===== src/common/link_consts.svh =====
// Phit link dimensions
`ifndef LINK_CONSTS_SVH
`define LINK_CONSTS_SVH

// Full flit as seen by the router ports.
`define LINK_FLIT_WIDTH 32

// Width of one phit on the serial line.
`define LINK_PHIT_WIDTH 4

// Destination address in the upper half.
`define LINK_ADDR_WIDTH 16

// Phits needed to carry one flit.
`define LINK_PHIT_COUNT (`LINK_FLIT_WIDTH / `LINK_PHIT_WIDTH)

`endif

===== src/common/link_ctrl_pkg.sv =====
// Phit link control states
package link_ctrl_pkg;

    // Transmit side.
    typedef enum logic [1:0]
    {
        ser_idle     = 2'b00,
        ser_announce = 2'b01,   // Receive strobe cycle.
        ser_sending  = 2'b10    // One phit per cycle.
    } ser_state_t;

    // Receive side, one-hot apart from idle.
    typedef enum logic [2:0]
    {
        deser_idle          = 3'b000,
        deser_start         = 3'b001,
        deser_deserializing = 3'b010,
        deser_stop          = 3'b100
    } deser_state_t;

endpackage


===== src/common/link_pkg.sv =====
// Phit link data types
`include "link_consts.svh"

package link_pkg;

    ////////////////////////////////////////////////////////////////////////////
    // Flit layout
    ////////////////////////////////////////////////////////////////////////////

    typedef struct packed
    {
        logic [`LINK_ADDR_WIDTH-1:0]                  addr;     // Upper bits.
        logic [`LINK_FLIT_WIDTH-`LINK_ADDR_WIDTH-1:0] payload;  // Lower bits.
    } flit_t;

    ////////////////////////////////////////////////////////////////////////////
    // Line unit
    ////////////////////////////////////////////////////////////////////////////

    typedef logic [`LINK_PHIT_WIDTH-1:0] phit_t;

endpackage


===== src/source/phit_link_top.sv =====
// Phit link top level
module phit_link_top
    import link_pkg::*;
(
    input  logic  clk,
    input  logic  reset,

    // Transmit end.
    input  flit_t flit_in,
    input  logic  send,
    output logic  ready,
    output phit_t phit_out,
    output logic  receive_out,

    // Receive end.
    input  phit_t phit_in,
    input  logic  receive_in,
    output flit_t flit_out,
    output logic  flit_valid,
    output logic  rx_idle
);

    logic shift_en;
    logic deserializer_idle;
    logic deserializer_finish;

    ////////////////////////////////////////////////////////////////////////////
    // Transmit
    ////////////////////////////////////////////////////////////////////////////

    serializer u_serializer (
        .clk     (clk),
        .reset   (reset),
        .flit_in (flit_in),
        .send    (send),
        .ready   (ready),
        .receive (receive_out),
        .phit    (phit_out)
    );

    ////////////////////////////////////////////////////////////////////////////
    // Receive
    ////////////////////////////////////////////////////////////////////////////

    deserializer_controller u_deser_ctrl (
        .clk                 (clk),
        .reset               (reset),
        .receive             (receive_in),
        .shift_en            (shift_en),
        .deserializer_idle   (deserializer_idle),
        .deserializer_finish (deserializer_finish)
    );

    deserializer_datapath u_deser_data (
        .clk      (clk),
        .reset    (reset),
        .shift_en (shift_en),
        .phit_in  (phit_in),
        .flit_out (flit_out)
    );

    assign flit_valid = deserializer_finish;
    assign rx_idle    = deserializer_idle;

endmodule


===== src/deserializer/deserializer_datapath.sv =====
// Deserializer shift register
`include "link_consts.svh"

module deserializer_datapath
    import link_pkg::*;
(
    input  logic  clk,
    input  logic  reset,
    input  logic  shift_en,
    input  phit_t phit_in,
    output flit_t flit_out
);

    logic [`LINK_FLIT_WIDTH-1:0] shift_reg;

    ////////////////////////////////////////////////////////////////////////////
    // Assembly
    ////////////////////////////////////////////////////////////////////////////

    // First phit works its way up to the top bits.
    always_ff @(posedge clk or posedge reset)
    begin
        if (reset)
            shift_reg <= '0;
        else if (shift_en)
            shift_reg <= {shift_reg[`LINK_FLIT_WIDTH-`LINK_PHIT_WIDTH-1:0], phit_in};
    end

    assign flit_out = flit_t'(shift_reg);  // Valid during finish.

    a_phit_known: assert property (
        @(posedge clk) disable iff (reset)
        shift_en |-> !$isunknown(phit_in)
    );

endmodule


===== src/deserializer/deserializer_controller.sv =====
// Deserializer frame controller
`include "link_consts.svh"

module deserializer_controller
    import link_ctrl_pkg::*;
(
    input  logic clk,
    input  logic reset,
    input  logic receive,
    output logic shift_en,
    output logic deserializer_idle,
    output logic deserializer_finish
);

    localparam int cnt_width = $clog2(`LINK_PHIT_COUNT);
    localparam logic [cnt_width-1:0] counter_stop = cnt_width'(`LINK_PHIT_COUNT - 1);

    deser_state_t         current_state;
    deser_state_t         next_state;
    logic [cnt_width-1:0] counter;

    ////////////////////////////////////////////////////////////////////////////
    // Phit counter
    ////////////////////////////////////////////////////////////////////////////

    always_ff @(posedge clk or posedge reset)
    begin
        if (reset)
            counter <= '0;
        else if ((current_state == deser_idle) || (current_state == deser_stop))
            counter <= '0;
        else
            counter <= counter + 1'b1;  // Start counts as phit zero.
    end

    ////////////////////////////////////////////////////////////////////////////
    // State machine
    ////////////////////////////////////////////////////////////////////////////

    always_ff @(posedge clk or posedge reset)
    begin
        if (reset)
            current_state <= deser_idle;
        else
            current_state <= next_state;
    end

    always_comb
    begin
        next_state = current_state;
        case (current_state)
            deser_idle:
            begin
                if (receive)
                    next_state = deser_start;
            end
            deser_start:
                next_state = deser_deserializing;
            deser_deserializing:
            begin
                if (counter == counter_stop)
                    next_state = deser_stop;
            end
            deser_stop:
            begin
                // Back-to-back frame skips idle.
                next_state = receive ? deser_start : deser_idle;
            end
            default:
                next_state = deser_idle;
        endcase
    end

    assign deserializer_idle   = (current_state == deser_idle);
    assign deserializer_finish = (current_state == deser_stop);
    assign shift_en            = (current_state == deser_start) ||
                                 (current_state == deser_deserializing);

    ////////////////////////////////////////////////////////////////////////////
    // Checks
    ////////////////////////////////////////////////////////////////////////////

    a_idle_finish_excl: assert property (
        @(posedge clk) disable iff (reset)
        !(deserializer_idle && deserializer_finish)
    );

    a_finish_single: assert property (
        @(posedge clk) disable iff (reset)
        (deserializer_finish && !receive) |=> !deserializer_finish
    );

    // Every frame shifts exactly one flit worth of phits.
    a_frame_length: assert property (
        @(posedge clk) disable iff (reset)
        $rose(shift_en) |-> shift_en [*`LINK_PHIT_COUNT] ##1 deserializer_finish
    );

endmodule


===== src/source/serializer.sv =====
// Flit to phit serializer
`include "link_consts.svh"

module serializer
    import link_pkg::*;
    import link_ctrl_pkg::*;
(
    input  logic  clk,
    input  logic  reset,
    input  flit_t flit_in,
    input  logic  send,
    output logic  ready,
    output logic  receive,
    output phit_t phit
);

    localparam int idx_width = $clog2(`LINK_PHIT_COUNT);
    localparam logic [idx_width-1:0] last_idx = idx_width'(`LINK_PHIT_COUNT - 1);

    ser_state_t                  state;
    ser_state_t                  next_state;
    logic [idx_width-1:0]        phit_idx;
    logic [`LINK_FLIT_WIDTH-1:0] held_bits;
    logic                        last_phit;
    logic                        accept;

    ////////////////////////////////////////////////////////////////////////////
    // Handshake
    ////////////////////////////////////////////////////////////////////////////

    assign last_phit = (state == ser_sending) && (phit_idx == last_idx);

    // Last phit cycle reopens so frames run back to back.
    assign ready  = (state == ser_idle) || last_phit;
    assign accept = send && ready;

    ////////////////////////////////////////////////////////////////////////////
    // State machine
    ////////////////////////////////////////////////////////////////////////////

    always_comb
    begin
        next_state = state;
        case (state)
            ser_idle:
            begin
                if (accept)
                    next_state = ser_announce;
            end
            ser_announce:
                next_state = ser_sending;
            ser_sending:
            begin
                if (last_phit)
                    next_state = accept ? ser_announce : ser_idle;
            end
            default:
                next_state = ser_idle;
        endcase
    end

    always_ff @(posedge clk or posedge reset)
    begin
        if (reset)
        begin
            state    <= ser_idle;
            phit_idx <= '0;
        end
        else
        begin
            state <= next_state;
            if ((state == ser_sending) && !last_phit)
                phit_idx <= phit_idx + 1'b1;
            else
                phit_idx <= '0;
        end
    end

    ////////////////////////////////////////////////////////////////////////////
    // Flit holding register
    ////////////////////////////////////////////////////////////////////////////

    always_ff @(posedge clk)
    begin
        if (accept)
            held_bits <= flit_in;
        else if (state == ser_sending)
            held_bits <= held_bits << `LINK_PHIT_WIDTH;  // Next phit to the top.
    end

    assign receive = (state == ser_announce);
    assign phit    = (state == ser_sending) ?
                     held_bits[`LINK_FLIT_WIDTH-1 -: `LINK_PHIT_WIDTH] : '0;

    // A new strobe must wait for all phits of the current frame.
    a_no_strobe_mid_frame: assert property (
        @(posedge clk) disable iff (reset)
        receive |=> (!receive) [*`LINK_PHIT_COUNT]
    );

endmodule


===== config.mk =====
export PLATFORM = sky130hd
export DESIGN_NAME = phit_link_top
export DESIGN_NICKNAME = d
export VERILOG_FILES = /design/src/common/link_ctrl_pkg.sv /design/src/common/link_pkg.sv /design/src/source/phit_link_top.sv /design/src/deserializer/deserializer_datapath.sv /design/src/deserializer/deserializer_controller.sv /design/src/source/serializer.sv
export VERILOG_INCLUDE_DIRS = /design/src /design/src/common
export SDC_FILE = /design/constraint.sdc
export NUM_CORES = 1
export LEC_CHECK = 0
export BUFFER_PORTS_ARGS = -buffer_cell sky130_fd_sc_hd__clkbuf_2
export CAP_MARGIN = 20
export CELL_PAD_IN_SITES_DETAIL_PLACEMENT = 1
export CELL_PAD_IN_SITES_GLOBAL_PLACEMENT = 2
export CORE_AREA = 2 2 97 99
export DETAILED_ROUTE_END_ITERATION = 6
export DIE_AREA = 0 0 99 101
export PLACE_DENSITY = 0.81
export SLEW_MARGIN = 20
export SYNTH_ARGS = -nofsm -noshare
export SYNTH_HDL_FRONTEND = slang
export SYNTH_HIERARCHICAL = 1
export SYNTH_SLANG_ARGS = --single-unit

===== constraint.sdc =====
create_clock -name clk -period 2.8 [get_ports clk]
set_input_delay 0.14 -clock clk [delete_from_list [all_inputs] [get_ports clk]]
set_output_delay 0.14 -clock clk [all_outputs]
set_load 0.01 [all_outputs]

# Yosys cells after proc, flatten, opt, wreduce, memory -nomap -nowiden
# Index checks and enable logic that the tools add are counted.
totals:
  ff_bits: 75
  latchBits: 0
  mem_bits_rw: 0
  mem_bits_ro: 0
  input_bits: 40
  mem_count: 0
classes:
  add_sub_neg: 2
  multipliers: 0
  div: 0
  order_cmp: 0
  eq_ne: 11
  n_shift: 0
  muxes: 13
  n_bitwise: 0
  reduce_logical: 12
op_table:
  columns: ["cell", "count"]
  rows:
  - ["$mux W32", 2]
  - ["$mux W3", 4]
  - ["$pmux W3 S4", 1]
  - ["$eq A3 B3 Y1 const B", 3]
  - ["$add A3 B1 Y3 const B", 2]
  - ["$ne A2 B1 Y1 const B", 3]
  - ["$pmux W2 S3", 1]
  - ["$mux W2", 2]
  - ["$mux W4", 1]
  - ["$reduce_and A2 Y1", 2]
  - ["$eq A3 B1 Y1 const B", 1]
  - ["$eq A3 B2 Y1 const B", 1]
  - ["$logic_and A1 B1 Y1", 3]
  - ["$logic_not A3 Y1", 1]
  - ["$logic_or A1 B1 Y1", 3]
  - ["$eq A2 B1 Y1 const B", 1]
  - ["$eq A2 B2 Y1 const B", 1]
  - ["$logic_not A2 Y1", 1]
  - ["$mux W1", 2]
  - ["$ne A2 B2 Y1 const B", 1]
  - ["$reduce_bool A2 Y1", 1]
  - ["$logic_not A1 Y1", 1]

# Logic depth before layout (Yosys ltp)
# Gate-level depths: netlist of the first run.
logic_depth:
  ltp_word: 7
  mapped_depth: 8

# Cells and area by module
# Netlist of the first run, hierarchy kept.
by_module_without_submodules:
  columns: ["mod", "n_inst", "cells_each", "area_each_um2"]
  rows:
  - ["serializer", 1, 92, 1625.3]
  - ["deserializer_datapath", 1, 69, 1348.8]
  - ["deserializer_controller", 1, 22, 261.5]

# Least setup slack after synthesis of the first run
# Ideal clock, no wire load.
synth_path:
  path_kind: "register -> register"
  start: "register u_serializer.state[0]"
  end: "register u_serializer.held_bits[0] (enable)"
  setup_ns: 0.422
  t_arrival_ns: 1.776
  required_time_ns: 2.378
  slack_ns: 0.603
  stages_incl_launch_ff: 2
  n_path_buf: 0
  period_less_slack_ns: 2.197
  cell_sequence: "dfrtp_1 > nor2_1"
synth_via:
  elab_chain_cells: 5
  word_cells_on_any_way: 6
synth_lines:
  columns: ["item", "line", "source"]
  rows:
  - ["from (decl)", "serializer.sv:20", "ser_state_t state;"]
  - ["from (signal assigned)", "serializer.sv:66", "state <= ser_idle;"]
  - ["from (signal assigned)", "serializer.sv:71", "state <= next_state;"]
  - ["$eq A2 B2 Y1", "serializer.sv:31, serializer.sv:87", null]
  - ["$logic_and A1 B1 Y1", "serializer.sv:31", "assign last_phit = (state == ser_sending) && (phit_idx == last_idx);"]
  - ["$logic_or A1 B1 Y1", "serializer.sv:34", "assign ready = (state == ser_idle) || last_phit;"]
  - ["$logic_and A1 B1 Y1", "serializer.sv:35", "assign accept = send && ready;"]
  - ["$reduce_bool A2 Y1 (no line) (*)", null, null]
  - ["to (signal assigned)", "serializer.sv:86", "held_bits <= flit_in;"]
  - ["to (signal assigned)", "serializer.sv:88", "held_bits <= held_bits << `LINK_PHIT_WIDTH;"]
  - ["to (decl)", "serializer.sv:23", "logic [`LINK_FLIT_WIDTH-1:0] held_bits;"]
# Mark *: on every way between the ends. The rest lies on a longest branch, timed or not.
# A chain may end at the register's enable or synchronous reset.

# Worst setup path after layout of the first run
layout_path:
  start: "register u_serializer.phit_idx[0]"
  end: "register u_serializer.held_bits[3] (data pin)"
layout_via:
  elab_chain_cells: 5
layout_lines:
  columns: ["item", "line", "source"]
  rows:
  - ["from (decl)", "serializer.sv:22", "logic [idx_width-1:0] phit_idx;"]
  - ["from (signal assigned)", "serializer.sv:73", "phit_idx <= phit_idx + 1'b1;"]
  - ["$eq A3 B3 Y1", "serializer.sv:31", null]
  - ["$logic_and A1 B1 Y1", "serializer.sv:31", null]
  - ["$logic_or A1 B1 Y1", "serializer.sv:34", null]
  - ["$logic_and A1 B1 Y1", "serializer.sv:35", null]
  - ["$mux W32", "serializer.sv:85", "if (accept)"]
# No other way between the ends.

==> results of run 1 <==
layout make-up:
cell class | instances | area, µm² | share of cell area
tap | 111 | 139 | 0.0353
sequential | 75 | 2040 | 0.517
multi-input combinational | 97 | 1100 | 0.279
inverter | 4 | 15.0 | 0.00381
timing repair buffer | 86 | 455 | 0.116
clock inverter | 6 | 63.8 | 0.0162
clock buffer | 10 | 128 | 0.0324
flip-flops by register name, indices dropped and copies added, names as in the netlist:
| name | cells |
|---|---|
| u_deser_ctrl/counter | 3 |
| u_deser_ctrl/current_state | 3 |
| u_deser_data/flit_out | 32 |
| u_serializer/held_bits | 32 |
| u_serializer/phit_idx | 3 |
| u_serializer/state | 2 |
cell families (layout without fill, tap and decap cells):
family / count (synthesis) / count (layout) / share of synthesized area
and+or+nand+nor: 31 / 31 / 0.0623
buffers and inverters: 11 / 106 / 0.0352
DFF: 75 / 75 / 0.630
AOI/OAI and AO/OA: 2 / 2 / 0.00348
muxes: 60 / 60 / 0.254
adders and majority gates: 4 / 4 / 0.0155
placed cells by master, fill, tap and decap left out, types with 2 or more instances in the layout:
| cell | netlist | layout |
|---|---|---|
| and2_1 | 12 | 12 |
| buf_4 | 0 | 4 |
| clkbuf_2 | 0 | 79 |
| clkbuf_8 | 0 | 9 |
| clkinv_2 | 0 | 2 |
| dfrtp_1 | 43 | 43 |
| dlygate4sd3_1 | 0 | 3 |
| edfxtp_1 | 32 | 32 |
| ha_1 | 4 | 4 |
| inv_1 | 4 | 4 |
| mux2_2 | 21 | 21 |
| mux2_4 | 39 | 39 |
| nand2b_1 | 2 | 2 |
| nor2_1 | 4 | 3 |
| nor2_2 | 1 | 2 |
| nor2b_1 | 6 | 6 |
power groups by stage:
stage	Clock [mW]	Sequential, mW	Combinational [mW]
after floorplan	0	2.17	1.45
after global placement	0	2.10	1.89
after detailed placement	0	2.14	1.95
after CTS	0.846	2.12	1.96
after global routing	0.894	2.18	2.07
final	0.810	2.11	1.92
worst max-delay path by stage:
stage                             start  cells after the start                        end  slack, ns
5_1_grt        u_serializer/phit_idx[0]                      6  u_serializer/held_bits[3]       0.59
3_5_place_dp   u_serializer/phit_idx[0]                      6  u_serializer/held_bits[3]       0.71
3_3_place_gp   u_serializer/phit_idx[0]                      6  u_serializer/held_bits[3]       0.76
2_1_floorplan     u_serializer/state[0]                      1  u_serializer/held_bits[0]       0.60
6_report       u_serializer/phit_idx[0]                      6  u_serializer/held_bits[3]       0.75
4_1_cts        u_serializer/phit_idx[0]                      6  u_serializer/held_bits[3]       0.69
worst reg2reg max path, delay by kind of cell (launching register included):
kind                     cells  cell delay [ns]
AND/OR/NAND/NOR              3             0.77
adder cells (fa/ha/maj)      2             0.42
flip-flops                   1             0.38
buffers and inverters        1             0.23
per-stage QoR:
step           cells  cell area [µm²]
3_3_place_gp     370             3710
6_report         389             3940
5_1_grt          389             3940
4_1_cts          388             3930
2_1_floorplan    183             3240
3_5_place_dp     370             3710
timing repair:
action,CTS,global route
hold buffers,2,1
resized for setup,0,0
endpoints found under the hold margin,44,1
routing by layer:
layer | track usage | wire [µm] | vias to the layer above
met1 | 0.156 | 2640 | 877
met3 | 0.0576 | 526 | 6
li1 | - | - | 829
met2 | 0.194 | 2690 | 69
met4 | 0.0379 | 52 | 0
met5 | 0 | 0 | -
==> run metrics, run 1 <==
max_cap viols=0; outcome=complete, no violations; Yosys top cell by area=dfrtp_1; Mapped Cells=183; Netlist cell types=22; synthesized flop and latch total=75; CTS tree=built; Cell Int Power=3.36 mW; Final Hold Viols=0; routed wire length per instance=15.2 µm; end of the worst hold path=u_deser_data/flit_out[1]; CTS Buf Count=9; capture point of the worst reg-to-reg path=u_serializer/held_bits[3]; worst-path cell chain=ha_1 > ha_1 > nor2b_4 > or3b_4 > inv_1 > and2_1; cell with the most instances after synthesis=dfrtp_1; Setup CP Type=flop to flop; leading post-synthesis cells by cell area=dfrtp_1, edfxtp_1, mux2_4; setup TNS=0 ns; Slowest cell on crit path=or3b_4; hold path cells=2; Hold Startpoint=phit_in[1]; synth cell count leaders=dfrtp_1, mux2_4, edfxtp_1; final core area utilization=0.438; IO Pins=80; Worst EP arrival=2.14 ns; overall routed net length=5.91 mm; die width=99 µm; Final GP Congestion=0.744; first-pass GRT wire length=9.54 mm; average size of a mapped cell=17.7 µm²; post-place setup slack=0.706 ns; core area=8980 µm²; Comb power frac=0.397; critical path's most frequent cell=ha_1; ant diodes=0; HP Class=input port to flop; Reg clk slew, reported paths=0.08 ns; via count of the routed design=1,781; Pre-antenna DRT Iters=4; sequential share of power=0.435; switching power=1.48 mW; Final Skew=0.00781 ns; FFs w/ async S/R, synth=0.573; worst reg-to-reg setup slack=0.75 ns; Yosys top cell area share=0.333; syn_nets=227; Root Driver=clkbuf_8; Worst-Skew Late Latency=0.34 ns; FF-to-FF Start=u_serializer/phit_idx[0]; worst-margin pin slew=0.545 ns; Post-CTS Setup Bufs=0; Die Y=101 µm; min Tclk post-route=2.05 ns; clock sink count=75; Initial DRC Count=26; share of the yosys chip area belonging to registers=0.630; PwrDens=1230 nW/µm²; PnR Total Power=4.84 mW; Port Buf Inserts=79; Synth Cell Area=3240 µm²; crit-path max cell delay=0.44 ns; max_slew headroom=0.636; clock power share=0.167; largest fanout on the critical path=29; Worst Hold Slack=0.0292 ns; Crit path buffers/inverters=1; Global Route Usage Sum=0.125; Synthesis Warnings=6; Crit. End Element=flop; cell family with most CP delay=simple AND/OR/NAND/NOR gates; Final ANT Viol Nets=0; Lkg Pwr=1.87 nW; Post-synth EDFFs=32; Slew Limit Fails=0; final worst setup slack=0.750 ns; H-tree Lvls=3; vias in the first global route=1,857; drc violations=0; Fill cells=930; Starting Density=0.360; Synth-to-Final Area Change=21.7%; full die area=10000 µm²; top achievable clock speed=488 MHz; prevailing post-synth register cell=dfrtp_1; Switching Share=0.306; antenna violations before repair=0; unrepaired setup endpoints after global routing=false; largest net degree at the start of global routing=33; maximum vdd drop=0.582 mV; Row Count=35; number of setup violations in the final report=0; R2R depth=6; clk buf depth=2; Required @ worst endpoint=2.89 ns; share of cells above drive strength 1=0.594; GR Overflow Total=0; Via density=4.58; hpwl dp=4.15 mm; nets=317; post-route clock period utilization=0.732; Worst Setup Start Kind=flop
Note: power is estimated with default switching activity, not from simulation.
==> inputs of run 2 (changes only) <==
Settings changed: ABC_AREA from default to 1, CORE_AREA 2 2 97 99 to 2 2 105 107, DIE_AREA 0 0 99 101 to 0 0 107 109.
Clock period 2.8 ns to 1.9 ns, I/O delays scaled along.
==> run 2 against run 1 <==
Effect of this change: flip-flop and latch count unchanged; worst setup slack got worse by 0.55 ns; synthesized cell count increased by 85%; register-to-register slack got worse by 0.55 ns; highest routed layer unchanged; sequential share of layout area decreased by 1.4 points; first-iteration DRC count increased to 5.3 times the previous value; cell count increased by 46%; critical endpoint is now u_serializer/held_bits[21]; global-route usage increased by 0.95 points; clock-buffer cell count increased by 2; wire length increased by 23%; non-clock buffer count increased by 7; maximum frequency increased by 21%.
==> run metrics, run 2 <==
outcome=complete, no violations (unchanged); Mapped Cells=338 (was 183); Global Route Usage Sum=0.134 (was 0.125); Lkg Pwr=2.14 nW (was 1.87 nW); Setup CP Type=flop to flop (unchanged); full die area=11,700 µm² (was 10000 µm²); mux cell area share after synthesis=0 (was 0.254); Worst-Skew Late Latency=0.34 ns (about the same); largest net degree at the start of global routing=33 (unchanged); post-place setup slack=0.198 ns (was 0.706 ns); HP Class=input port to flop (unchanged); synthesized flop and latch total=75 (unchanged); Crit path buffers/inverters=2 (was 1); drc violations=0 (unchanged); PwrDens=1670 nW/µm² (was 1230 nW/µm²); Root Driver=clkbuf_8 (unchanged); ant diodes=0 (unchanged); Via density=4.34 (was 4.58); Required @ worst endpoint=1.89 ns (was 2.89 ns); clk buf depth=2 (unchanged); Worst Hold Slack=0.0485 ns (was 0.0292 ns); Synthesis Warnings=6 (unchanged); overall routed net length=7.25 mm (was 5.91 mm); average size of a mapped cell=9.78 µm² (was 17.7 µm²); Die Y=109 µm (was 101 µm); top achievable clock speed=588 MHz (was 488 MHz); fraction of the mapped netlist area in simple logic gates=0.278 (was 0.0623); commonest non-fill, non-tap cell in the layout=nand2_1 (was clkbuf_2); FFs w/ async S/R, synth=0.573 (unchanged); max_slew headroom=0.719 (was 0.636); clock sink count=75 (unchanged); Final Hold Viols=0 (unchanged); Placed Cells=546 (was 370); share of the yosys chip area belonging to registers=0.616 (was 0.630); most frequent cells in the layout=nand2_1, clkbuf_2, dfrtp_1 (was clkbuf_2, dfrtp_1, mux2_4); hold buffers post-CTS=6 (was 2); Slowest cell on crit path=buf_4 (was or3b_4); hold path cells=3 (was 2); Pre-antenna DRT Iters=4 (unchanged); R2R depth=7 (was 6); Yosys top cell by area=dfrtp_1 (unchanged); H-tree Lvls=3 (unchanged); Worst Setup Start Kind=flop (unchanged); Post-CTS Setup Bufs=0 (unchanged); Netlist cell types=20 (was 22); routed wire length per instance=12.8 µm (was 15.2 µm); Synth Area in Compound Gates=0.00303 (was 0.00348); min Tclk post-route=1.70 ns (was 2.05 ns); unrepaired setup endpoints after global routing=false (unchanged); CTS tree=built (unchanged); Starting Density=0.312 (was 0.360); syn_nets=382 (was 227); Post-synth EDFFs=32 (unchanged); nets=467 (was 317); GR Overflow Total=0 (unchanged); prevailing post-synth register cell=dfrtp_1 (unchanged); cell family with most CP delay=buffers and inverters (was simple AND/OR/NAND/NOR gates); Final GP Congestion=0.728 (was 0.744); Synth Cell Area=3310 µm² (was 3240 µm²); vias in the first global route=2,493 (was 1,857); CTS Buf Count=9 (unchanged); Final ANT Viol Nets=0 (unchanged); worst-margin pin slew=0.422 ns (was 0.545 ns); leading post-synthesis cells by cell area=dfrtp_1, edfxtp_1, nand2_1 (was dfrtp_1, edfxtp_1, mux2_4); die width=107 µm (was 99 µm); antenna violations before repair=0 (unchanged); Synth-to-Final Area Change=22.4% (was 21.7%); PostCTS Resize Cnt=0 (unchanged); Initial DRC Count=138 (was 26); Row Count=38 (was 35); adder-cell share of the synthesized area=0.0151 (was 0.0155); core area=10,600 µm² (was 8980 µm²); Post-Synth XOR/XNOR Area=0 (unchanged); PnR Total Power=6.77 mW (was 4.84 mW); largest fanout on the critical path=32 (was 29); cell with the most instances after synthesis=nand2_1 (was dfrtp_1); Reg clk slew, reported paths=0.07 ns (was 0.08 ns); Port Buf Inserts=79 (unchanged); setup TNS=0 ns (unchanged); via count of the routed design=2,466 (was 1,781); fin cells=568 (was 389); crit-path max cell delay=0.38 ns (was 0.44 ns); Slew Limit Fails=0 (unchanged); maximum vdd drop=0.556 mV (was 0.582 mV); Crit. End Element=flop (unchanged); Crit. path cell count=7 (was 6); IO Pins=80 (unchanged); Worst EP arrival=1.69 ns (was 2.14 ns); Yosys top cell area share=0.325 (was 0.333); Final Skew=0.00908 ns (was 0.00781 ns); worst-path cell chain=ha_1 > ha_1 > inv_1 > nand2_2 > nand3_2 > nand2_2 > buf_4 (was ha_1 > ha_1 > nor2b_4 > or3b_4 > inv_1 > and2_1); number of setup violations in the final report=0 (unchanged); post-route clock period utilization=0.895 (was 0.732); hpwl dp=4.87 mm (was 4.15 mm); first-pass GRT wire length=12.1 mm (was 9.54 mm); share of cells above drive strength 1=0.280 (was 0.594); largest family of logic cells by synthesized area=simple AND/OR/NAND/NOR gates (was multiplexers); max_cap viols=0 (unchanged); final worst setup slack=0.199 ns (was 0.750 ns); synth cell count leaders=nand2_1, dfrtp_1, edfxtp_1 (was dfrtp_1, mux2_4, edfxtp_1)
## run 2: cell count changes in the layout (fill, tap and decap cells not counted), sizes merged, moves of 3 or more
cell	change
nand2	+159
mux2	-60
nand4	+28
inv	+19
nor2	+17
and2	-12
nor2b	-7
buf	+4
nand3	+4
dlygate4sd3	+3
## run 2: worst register-to-register path: cells and delay by family (launching register included)
kind	cells	cell delay [ns]
adders and majority gates	2	0.28
buffers and inverters	2	0.42
DFF	1	0.36
and+or+nand+nor	3	0.28
## run 2: where the power goes
group / switching (mW) / internal [mW] / total, mW
combinational: 1.58 / 0.781 / 2.37
clock: 0.589 / 0.852 / 1.44
sequential: 0.357 / 2.61 / 2.96
total: 2.53 / 4.24 / 6.77
## run 2: path summary, 6_finish.rpt
| path | start | end | slack [ns] |
|---|---|---|---|
| worst max register to register | u_serializer/phit_idx[0] | u_serializer/held_bits[21] | 0.20 |
| min in group asynchronous | reset | u_serializer/phit_idx[2] | 0.21 |
| worst min register to register | u_deser_ctrl/counter[0] | u_deser_ctrl/counter[0] | 0.44 |
| max in group asynchronous | reset | u_deser_data/flit_out[15] | 1.20 |
| worst max-delay path | u_serializer/phit_idx[0] | u_serializer/held_bits[21] | 0.20 |
| worst min-delay path | flit_in[3] | u_serializer/held_bits[3] | 0.05 |
## run 2: routing by layer
metal	GRT usage	vias to the layer above	wire, µm	share of wire
met5	0	-	0	0
met4	0.0668	0	99	0.014
met3	0.0269	8	220	0.030
met2	0.214	37	3600	0.50
met1	0.175	1173	3330	0.46
li1	-	1248	-	-
## run 2: cell families after synthesis
family | Yosys count
and+or+nand+nor | 213
DFF | 75
buffers and inverters | 44
adders and majority gates | 4
AOI/OAI and AO/OA | 2
## run 2: final cells by class
cell class | instances | area (µm²)
fill | 1258 | 6560
sequential | 75 | 2040
multi-input combinational | 219 | 982
timing repair buffer | 93 | 515
tap | 140 | 175
clock buffer | 12 | 166
inverter | 25 | 101
clock inverter | 4 | 70.1
## run 2: through the flow
step,utilization,instance area [µm²]
after floorplan,-,3310
after global placement,0.354,3750
after detailed placement,0.354,3750
after CTS,0.382,4050
after global routing,0.382,4050
final,0.382,4050
